[src/design/pu_pkg.sv]
// shared types for the fixed-point execute slice
// widths are fixed here; the register file depth must match REG_IDX_W
// opcode encoding 3'd7 is unused and yields a zero result

package pu_pkg;

	//--------------------------------------------------------------------------
	// widths
	//--------------------------------------------------------------------------

	// machine word
	localparam int DATA_W    = 32;
	// register index, 16 gprs
	localparam int REG_IDX_W = 4;
	localparam int NUM_REGS  = 16;
	// immediate field of the issue word
	localparam int IMM_W     = 16;
	// rotate amount taken from low bits of operand b
	localparam int ROT_W     = 5;

	//--------------------------------------------------------------------------
	// vector types
	//--------------------------------------------------------------------------

	// register value or alu result
	typedef logic [DATA_W-1:0]    data_t;
	// gpr number
	typedef logic [REG_IDX_W-1:0] reg_idx_t;
	// raw immediate, sign-extended in the alu
	typedef logic [IMM_W-1:0]     imm_t;

	//--------------------------------------------------------------------------
	// opcodes
	//--------------------------------------------------------------------------

	// li ignores both source registers
	typedef enum logic [2:0] {
		OP_LI   = 3'd0,
		OP_ADD  = 3'd1,
		OP_SUB  = 3'd2,
		OP_AND  = 3'd3,
		OP_OR   = 3'd4,
		OP_XOR  = 3'd5,
		OP_ROTL = 3'd6
	} op_e;

endpackage : pu_pkg

[src/design/bypass.sv]
// operand bypass in front of the fixed-point alu
// one forwarding source only, the result register of the instruction ahead
// without forwarding the latched operands go to the alu unchanged

`timescale 1ns/100ps

module bypass
#(
	parameter bit ENABLE_FORWARDING = 1'b1
)
(
	// selects from forward_ctrl
	input  logic          fwd_a,
	input  logic          fwd_b,

	// register values latched at issue
	input  pu_pkg::data_t op_a,
	input  pu_pkg::data_t op_b,

	// result register
	input  pu_pkg::data_t res_data,

	// alu inputs
	output pu_pkg::data_t alu_a,
	output pu_pkg::data_t alu_b
);

	//--------------------------------------------------------------------------
	generate
	if (ENABLE_FORWARDING)
	begin : gen_forwarding

		// newest result wins over the value read at issue
		// a later load/store source would rank below fxdp
		always_comb
		begin
			// operand a
			if (fwd_a)
				alu_a = res_data;
			else
				alu_a = op_a;

			// operand b
			if (fwd_b)
				alu_b = res_data;
			else
				alu_b = op_b;
		end

	end : gen_forwarding
	//--------------------------------------------------------------------------
	else
	//--------------------------------------------------------------------------
	begin : gen_no_forwarding

		// selects are tied low upstream
		assign alu_a = op_a;
		assign alu_b = op_b;

	end : gen_no_forwarding
	//--------------------------------------------------------------------------
	endgenerate

endmodule : bypass

[src/design/exec_core.sv]
// top of the fixed-point execute slice
// fixed latency of two cycles from issue_valid to res_valid
// without forwarding, dependent instructions must issue two slots apart
// no back-pressure; res_* is valid for one cycle only

`timescale 1ns/100ps

module exec_core
#(
	parameter bit ENABLE_FORWARDING = 1'b1
)
(
	input  logic             clk,
	input  logic             rst_n,

	// issue
	input  logic             issue_valid,
	input  pu_pkg::op_e      issue_op,
	input  pu_pkg::reg_idx_t issue_rd,
	input  pu_pkg::reg_idx_t issue_ra,
	input  pu_pkg::reg_idx_t issue_rb,
	input  pu_pkg::imm_t     issue_imm,

	// result
	output logic             res_valid,
	output pu_pkg::reg_idx_t res_rd,
	output pu_pkg::data_t    res_data
);

	import pu_pkg::*;

	// register file read data
	data_t    rd_data_a;
	data_t    rd_data_b;

	// operand stage
	logic     op_valid;
	op_e      op_kind;
	reg_idx_t op_ra;
	reg_idx_t op_rb;
	data_t    op_a;
	data_t    op_b;

	// bypass
	logic     fwd_a;
	logic     fwd_b;
	data_t    alu_a;
	data_t    alu_b;

	//--------------------------------------------------------------------------
	// producer, written back from the result register
	reg_file reg_file_inst (
		.clk       (clk),
		.rst_n     (rst_n),
		.rd_addr_a (issue_ra),
		.rd_addr_b (issue_rb),
		.rd_data_a (rd_data_a),
		.rd_data_b (rd_data_b),
		.wr_en     (res_valid),
		.wr_addr   (res_rd),
		.wr_data   (res_data)
	);

	// pipeline and alu
	fxdp_alu fxdp_alu_inst (
		.clk         (clk),
		.rst_n       (rst_n),
		.issue_valid (issue_valid),
		.issue_op    (issue_op),
		.issue_rd    (issue_rd),
		.issue_ra    (issue_ra),
		.issue_rb    (issue_rb),
		.issue_imm   (issue_imm),
		.rd_data_a   (rd_data_a),
		.rd_data_b   (rd_data_b),
		.alu_a       (alu_a),
		.alu_b       (alu_b),
		.op_valid    (op_valid),
		.op_kind     (op_kind),
		.op_ra       (op_ra),
		.op_rb       (op_rb),
		.op_a        (op_a),
		.op_b        (op_b),
		.res_valid   (res_valid),
		.res_rd      (res_rd),
		.res_data    (res_data)
	);

	// hazard detect, operand stage against result stage
	forward_ctrl #(.ENABLE_FORWARDING(ENABLE_FORWARDING)) forward_ctrl_inst (
		.op_valid  (op_valid),
		.op_kind   (op_kind),
		.op_ra     (op_ra),
		.op_rb     (op_rb),
		.res_valid (res_valid),
		.res_rd    (res_rd),
		.fwd_a     (fwd_a),
		.fwd_b     (fwd_b)
	);

	// operand muxes
	bypass #(.ENABLE_FORWARDING(ENABLE_FORWARDING)) bypass_inst (
		.fwd_a    (fwd_a),
		.fwd_b    (fwd_b),
		.op_a     (op_a),
		.op_b     (op_b),
		.res_data (res_data),
		.alu_a    (alu_a),
		.alu_b    (alu_b)
	);

endmodule : exec_core

[src/design/forward_ctrl.sv]
// forward select logic between the result stage and the operand stage
// only distance-one hazards are seen here; distance two goes through
// write-through in the register file
// with forwarding disabled both selects stay low

`timescale 1ns/100ps

module forward_ctrl
#(
	parameter bit ENABLE_FORWARDING = 1'b1
)
(
	// operand stage
	input  logic             op_valid,
	input  pu_pkg::op_e      op_kind,
	input  pu_pkg::reg_idx_t op_ra,
	input  pu_pkg::reg_idx_t op_rb,

	// result stage
	input  logic             res_valid,
	input  pu_pkg::reg_idx_t res_rd,

	// selects towards the bypass muxes
	output logic             fwd_a,
	output logic             fwd_b
);

	import pu_pkg::*;

	//--------------------------------------------------------------------------
	generate
	if (ENABLE_FORWARDING)
	begin : gen_forwarding

		// both stages hold a live instruction
		logic pair_live;
		// li takes no register sources
		logic uses_src;

		assign pair_live = op_valid && res_valid;
		assign uses_src  = (op_kind != OP_LI);

		// raw between adjacent instructions, one select per operand
		always_comb
		begin
			fwd_a = pair_live && uses_src && (op_ra == res_rd);
			fwd_b = pair_live && uses_src && (op_rb == res_rd);
		end

	end : gen_forwarding
	//--------------------------------------------------------------------------
	else
	//--------------------------------------------------------------------------
	begin : gen_no_forwarding

		// issuer keeps dependent instructions two slots apart
		assign fwd_a = 1'b0;
		assign fwd_b = 1'b0;

	end : gen_no_forwarding
	//--------------------------------------------------------------------------
	endgenerate

endmodule : forward_ctrl

[src/design/fxdp_alu.sv]
// fixed-point alu with operand stage and result register
// two-deep pipeline: issue in t, operand stage in t+1, result in t+2
// sums wrap at 32 bits, rotate uses the low five bits of operand b
// no stalls; a new instruction may enter every cycle

`timescale 1ns/100ps

module fxdp_alu
(
	input  logic             clk,
	input  logic             rst_n,

	// issue
	input  logic             issue_valid,
	input  pu_pkg::op_e      issue_op,
	input  pu_pkg::reg_idx_t issue_rd,
	input  pu_pkg::reg_idx_t issue_ra,
	input  pu_pkg::reg_idx_t issue_rb,
	input  pu_pkg::imm_t     issue_imm,

	// register file read data, same cycle as issue
	input  pu_pkg::data_t    rd_data_a,
	input  pu_pkg::data_t    rd_data_b,

	// operands after the bypass
	input  pu_pkg::data_t    alu_a,
	input  pu_pkg::data_t    alu_b,

	// operand stage
	output logic             op_valid,
	output pu_pkg::op_e      op_kind,
	output pu_pkg::reg_idx_t op_ra,
	output pu_pkg::reg_idx_t op_rb,
	output pu_pkg::data_t    op_a,
	output pu_pkg::data_t    op_b,

	// result stage
	output logic             res_valid,
	output pu_pkg::reg_idx_t res_rd,
	output pu_pkg::data_t    res_data
);

	import pu_pkg::*;

	// operand stage payload kept local
	reg_idx_t op_rd;
	imm_t     op_imm;

	// combinational result
	data_t                 alu_res;
	data_t                 imm_ext;
	logic [ROT_W-1:0]      rot_amt;
	logic [2*DATA_W-1:0]   rot_dbl;

	//--------------------------------------------------------------------------
	// operand stage
	//--------------------------------------------------------------------------

	always_ff @(posedge clk or negedge rst_n)
	begin
		if (!rst_n)
			op_valid <= 1'b0;
		else
			op_valid <= issue_valid;
	end

	// payload, qualified by op_valid
	always_ff @(posedge clk)
	begin
		op_kind <= issue_op;
		op_rd   <= issue_rd;
		op_ra   <= issue_ra;
		op_rb   <= issue_rb;
		op_imm  <= issue_imm;
		op_a    <= rd_data_a;
		op_b    <= rd_data_b;
	end

	//--------------------------------------------------------------------------
	// execute
	//--------------------------------------------------------------------------

	assign imm_ext = {{(DATA_W-IMM_W){op_imm[IMM_W-1]}}, op_imm};

	// rotate via doubled word, upper half holds the result
	assign rot_amt = alu_b[ROT_W-1:0];
	assign rot_dbl = {alu_a, alu_a} << rot_amt;

	always_comb
	begin
		case (op_kind)
			OP_LI:   alu_res = imm_ext;
			OP_ADD:  alu_res = alu_a + alu_b;
			OP_SUB:  alu_res = alu_a - alu_b;
			OP_AND:  alu_res = alu_a & alu_b;
			OP_OR:   alu_res = alu_a | alu_b;
			OP_XOR:  alu_res = alu_a ^ alu_b;
			OP_ROTL: alu_res = rot_dbl[2*DATA_W-1:DATA_W];
			default: alu_res = '0;
		endcase
	end

	//--------------------------------------------------------------------------
	// result stage
	//--------------------------------------------------------------------------

	always_ff @(posedge clk or negedge rst_n)
	begin
		if (!rst_n)
			res_valid <= 1'b0;
		else
			res_valid <= op_valid;
	end

	always_ff @(posedge clk)
	begin
		res_rd   <= op_rd;
		res_data <= alu_res;
	end

endmodule : fxdp_alu

[src/design/reg_file.sv]
// 16 x 32 register file, one write port and two combinational read ports
// a read of the register being written in the same cycle returns wr_data,
// which covers the distance-two hazard of the execute slice
// all entries are cleared by reset

`timescale 1ns/100ps

module reg_file
(
	input  logic             clk,
	input  logic             rst_n,

	// read ports, addressed straight from issue
	input  pu_pkg::reg_idx_t rd_addr_a,
	input  pu_pkg::reg_idx_t rd_addr_b,
	output pu_pkg::data_t    rd_data_a,
	output pu_pkg::data_t    rd_data_b,

	// write port, fed by the result register
	input  logic             wr_en,
	input  pu_pkg::reg_idx_t wr_addr,
	input  pu_pkg::data_t    wr_data
);

	import pu_pkg::*;

	// storage
	data_t regs [NUM_REGS];

	// write-through hits
	logic hit_a;
	logic hit_b;

	//--------------------------------------------------------------------------
	// write port
	//--------------------------------------------------------------------------

	always_ff @(posedge clk or negedge rst_n)
	begin
		if (!rst_n)
		begin
			for (int i = 0; i < NUM_REGS; i++)
			begin
				regs[i] <= '0;
			end
		end
		else if (wr_en)
		begin
			regs[wr_addr] <= wr_data;
		end
	end

	//--------------------------------------------------------------------------
	// read ports
	//--------------------------------------------------------------------------

	// same-cycle write to the addressed register
	assign hit_a = wr_en && (wr_addr == rd_addr_a);
	assign hit_b = wr_en && (wr_addr == rd_addr_b);

	// new data wins over the stored value
	always_comb
	begin
		rd_data_a = hit_a ? wr_data : regs[rd_addr_a];
		rd_data_b = hit_b ? wr_data : regs[rd_addr_b];
	end

endmodule : reg_file

[config.mk]
export PLATFORM = sky130hd
export DESIGN_NAME = exec_core
export DESIGN_NICKNAME = d
export VERILOG_FILES = /design/src/design/pu_pkg.sv /design/src/design/bypass.sv /design/src/design/exec_core.sv /design/src/design/forward_ctrl.sv /design/src/design/fxdp_alu.sv /design/src/design/reg_file.sv
export SDC_FILE = /design/constraint.sdc
export NUM_CORES = 1
export LEC_CHECK = 0
export BUFFER_PORTS_ARGS = -buffer_cell sky130_fd_sc_hd__buf_2
export CAP_MARGIN = 20
export CORE_UTILIZATION = 31
export DETAILED_ROUTE_END_ITERATION = 7
export PLACE_DENSITY = 0.52
export SYNTH_ARGS = -nofsm -noshare
export SYNTH_HDL_FRONTEND = slang
export SYNTH_SLANG_ARGS = --single-unit
export TNS_END_PERCENT = 30
[constraint.sdc]
create_clock -name clk -period 7.1 [get_ports clk]
set_clock_uncertainty 0.05 [all_clocks]
set_input_delay 0.355 -clock clk [delete_from_list [all_inputs] [get_ports clk]]
set_output_delay 0.355 -clock clk [all_outputs]
set_load 0.02 [all_outputs]
==> summary.txt <==
status: finished, violations left
failing checks: DRC
Ports: 71
total CTS buffers: 78
maximum vdd ir drop: 203 µV
RSZ-0062 raised after global routing: false
Tot Pwr: 17.9 mW
CTS tree: done
core area: 124,000 µm²
slew margin rel.: 28.8%
Tmin final: 6.29 ns
RD Place Congestion: 0.944
number of flops mapped to enable cells by yosys: 0
Combinational Power Share: 42.7%
Hold WC Path Type: in2reg
clk_lat worst skew: 0.67 ns
Hold Vio Cnt, Final: 0
drt first pass iters: 8
htree depth: 3
Root Buffer: clkbuf_16
FMAX: 0.159 GHz
ANT nets after route: 0
Worst Reg-to-Reg Cells: 20
predominant post-synthesis flop cell: dfrtp_1
Power Density: 409 nW/µm²
share of cells above drive strength 1: 40.5%
Clk pwr share: 23.8%
routing usage on met1: 29.8%
crit path DAT: 6.78 ns
die width: 355 µm
Final #Nets: 3,150
final WL: 131,000 µm
critical path type: reg2reg
Placed Area: 40,800 µm²
setup violators final: 0
asr flop ratio synth: 79.7%
total of max-cap violations: 0
Hold Path Depth: 1
met3 usage: 3.76%
Row Count: 129
post-synthesis cell type with the largest combined area: dfrtp_1
Buf/Inv on CP: 1
GR Layer Usage met2: 32.0%
Die Height: 355 µm
leakage: 18.8 nW
buffer depth of the longest clock path: 3
Worst path max stage delay: 0.69 ns
GRT Total Usage: 20.7%
Overflow after GRT: 0
syn_nets: 3,175
Initial Util: 31.3%
Worst path depth: 20
Worst Path Max Fanout: 16
DR vias: 27,259
GR peak layer: met2
Pins Over Slew Limit: 0
Critical Path RT: 7.59 ns
die area: 126,000 µm²
Core Util, Final: 35.4%
#FFs+latches synth: 645
Worst-Margin Slew: 1.07 ns
post-synthesis sequential area ratio: 40.0%
Routed WL per cell: 27.7 µm
top cell type's share of synthesized area: 33.2%
Buffers on Ports: 70
# DRC: 20
cell-internal power: 11.1 mW
top post-synthesis cells by area: dfrtp_1 (33%), mux4_2 (19%), mux2_2 (17%)
count of cell types in the netlist: 86
Vias/cell: 5.77
TNS Setup: 0 ns
Sw Share: 38.0%
first-pass GRT wire length: 195,000 µm
switching pwr: 6.80 mW
CTS resizes: 0
startpoint types: flop
pin count of the biggest net entering global routing: 162
clock-pin slew on the worst setup and hold paths: 0.07 ns
slowest CP cell: and4_1
Worst setup EP type: flop
post-DP HPWL: 82,800 µm
crit-path most repeated cell: a21oi_1
vias in the first global route: 27,550
initial antenna violation count: 4
post-synthesis cell area: 38,700 µm²
sequential share of power: 33.5%
delay-heaviest family, CP: compound AO/OA/AOI/OAI gates
Syn Inst Count: 3,044
fin area: 43,800 µm²
Avg Cell Area, Syn: 12.7 µm²
Final period util: 88.6%
P&R area growth vs syn: 13.2%
Synth warnings: 0
Detailed Route Iter0 Violations: 2,628
crit path cell chain: xnor2_2 > and4_1 > a21boi_2 > nor2_2 > ha_1 > inv_1 > nor4_1 > o21ai_0 > o21ai_0 > xnor2_1 > ha_1 > or2_2 > a21oi_1 > a21oi_1 > o211ai_1 > a31oi_1 > a311oi_1 > a21oi_1 > xor2_1 > a221o_1
TritonCTS Sinks: 645
[cells by family after synthesis]
family	synth area share, %
AO/OA/AOI/OAI	8.11
XOR/XNOR	1.71
adder cells (fa/ha/maj)	3.15
buffers and inverters	3.77
flip-flops	40.0
multiplexers	37.7
AND/OR/NAND/NOR	5.55
[power groups by stage]
| stage | logic (mW) | clock network (mW) | registers [mW] |
|---|---|---|---|
| after CTS | 7.54 | 4.35 | 5.96 |
| after detailed placement | 7.49 | 0 | 6.02 |
| after floorplan | 5.37 | 0 | 5.71 |
| final | 7.65 | 4.27 | 6.00 |
| after global routing | 8.19 | 4.51 | 6.18 |
| after global placement | 7.44 | 0 | 5.99 |
[registers in the layout, indices dropped and copies added, names as in the netlist]
| name | flops |
|---|---|
| reg_file_inst.regs | 512 |
| fxdp_alu_inst.op_a | 32 |
| fxdp_alu_inst.op_rd | 4 |
| fxdp_alu_inst.res_rd | 4 |
| fxdp_alu_inst.op_rb | 4 |
| fxdp_alu_inst.op_ra | 4 |
| fxdp_alu_inst.op_imm | 16 |
| fxdp_alu_inst.op_b | 32 |
| fxdp_alu_inst.op_kind | 3 |
| fxdp_alu_inst.res_valid | 1 |
| fxdp_alu_inst.res_data | 32 |
| fxdp_alu_inst.op_valid | 1 |
[layout by cell type (no fill, tap or decap), types with 19 or more instances in the layout]
master,instances
mux2_2,583
dfrtp_1,514
mux4_2,322
dfxtp_1,130
nand2_1,128
ha_1,96
buf_4,87
o21ai_0,81
a21oi_1,78
clkbuf_16,78
mux2i_1,76
inv_1,71
nor2_1,68
buf_2,63
xnor2_1,50
nand3_1,48
a22oi_1,44
a211oi_1,41
and2_1,37
o211ai_1,37
nor3_1,34
a221oi_1,25
dlygate4sd3_1,25
nand2b_1,23
clkbuf_8,20
clkbuf_1,19
[worst paths after layout]
path                                         start                         end  slack (ns)
setup / recovery           fxdp_alu_inst.res_rd[1]  fxdp_alu_inst.res_data[30]        0.81
min in group asynchronous                    rst_n     reg_file_inst.regs[325]        0.37
hold reg to reg             fxdp_alu_inst.op_rd[1]     fxdp_alu_inst.res_rd[1]        0.37
setup reg to reg           fxdp_alu_inst.res_rd[1]  fxdp_alu_inst.res_data[30]        0.81
hold / removal                         issue_ra[2]      fxdp_alu_inst.op_ra[2]        0.07
max in group asynchronous                    rst_n     reg_file_inst.regs[249]        5.13
[layer usage]
metal	share of wire (%)	up-vias
li1	-	11593
met1	45	14430
met2	45	1044
met3	7.4	192
met4	2.1	0
met5	0	-
[Yosys cell counts (5+ instances only)]
| cell type | n |
|---|---|
| a211o_1 | 10 |
| a211oi_1 | 41 |
| a21boi_0 | 6 |
| a21o_1 | 12 |
| a21oi_1 | 79 |
| a221o_1 | 8 |
| a221oi_1 | 25 |
| a22oi_1 | 44 |
| a311oi_1 | 16 |
| a31o_2 | 8 |
| a31oi_1 | 13 |
| and2_1 | 37 |
| and3_1 | 8 |
| buf_1 | 42 |
| buf_2 | 37 |
| buf_4 | 6 |
| clkbuf_1 | 201 |
| dfrtp_1 | 514 |
| dfxtp_1 | 131 |
| ha_1 | 96 |
| inv_1 | 71 |
| mux2_2 | 583 |
| mux2i_1 | 76 |
| mux4_2 | 322 |
| nand2_1 | 130 |
| nand2b_1 | 26 |
| nand3_1 | 48 |
| nand3b_1 | 6 |
| nor2_1 | 78 |
| nor3_1 | 34 |
| nor4_1 | 14 |
| o2111ai_1 | 5 |
| o211ai_1 | 37 |
| o21a_1 | 7 |
| o21ai_0 | 81 |
| o21ai_1 | 7 |
| o221ai_1 | 7 |
| o22ai_1 | 5 |
| o31ai_1 | 6 |
| or3_1 | 14 |
| or4_1 | 7 |
| xnor2_1 | 50 |
| xor2_1 | 18 |
[final cells by class]
| class | instances | area, µm² |
|---|---|---|
| multi-input combinational | 2035 | 21900 |
| inverter | 74 | 278 |
| clock buffer | 117 | 2300 |
| clock inverter | 26 | 420 |
| tap | 1637 | 2050 |
| antenna | 2 | 5.00 |
| fill | 11990 | 80000 |
| sequential | 645 | 15500 |
| timing repair buffer | 185 | 1390 |
[metrics by stage]
| stage | instances | setup WS, ns | hold slack [ns] |
|---|---|---|---|
| finish | 4721 | 0.807 | 0.0711 |
| global placement | 4548 | 0.974 | 0.371 |
| global route | 4720 | 0.397 | 0.0746 |
| floorplan | 3044 | 1.78 | 0.00941 |
| detailed placement | 4550 | 0.936 | 0.360 |
| CTS | 4718 | 0.883 | 0.0395 |
[what timing repair did]
action,CTS,global route
endpoints found under the hold margin,136,0
hold buffers,25,0
buffers inserted,0,0
No activity file was read; power rests on OpenSTA's default activity.
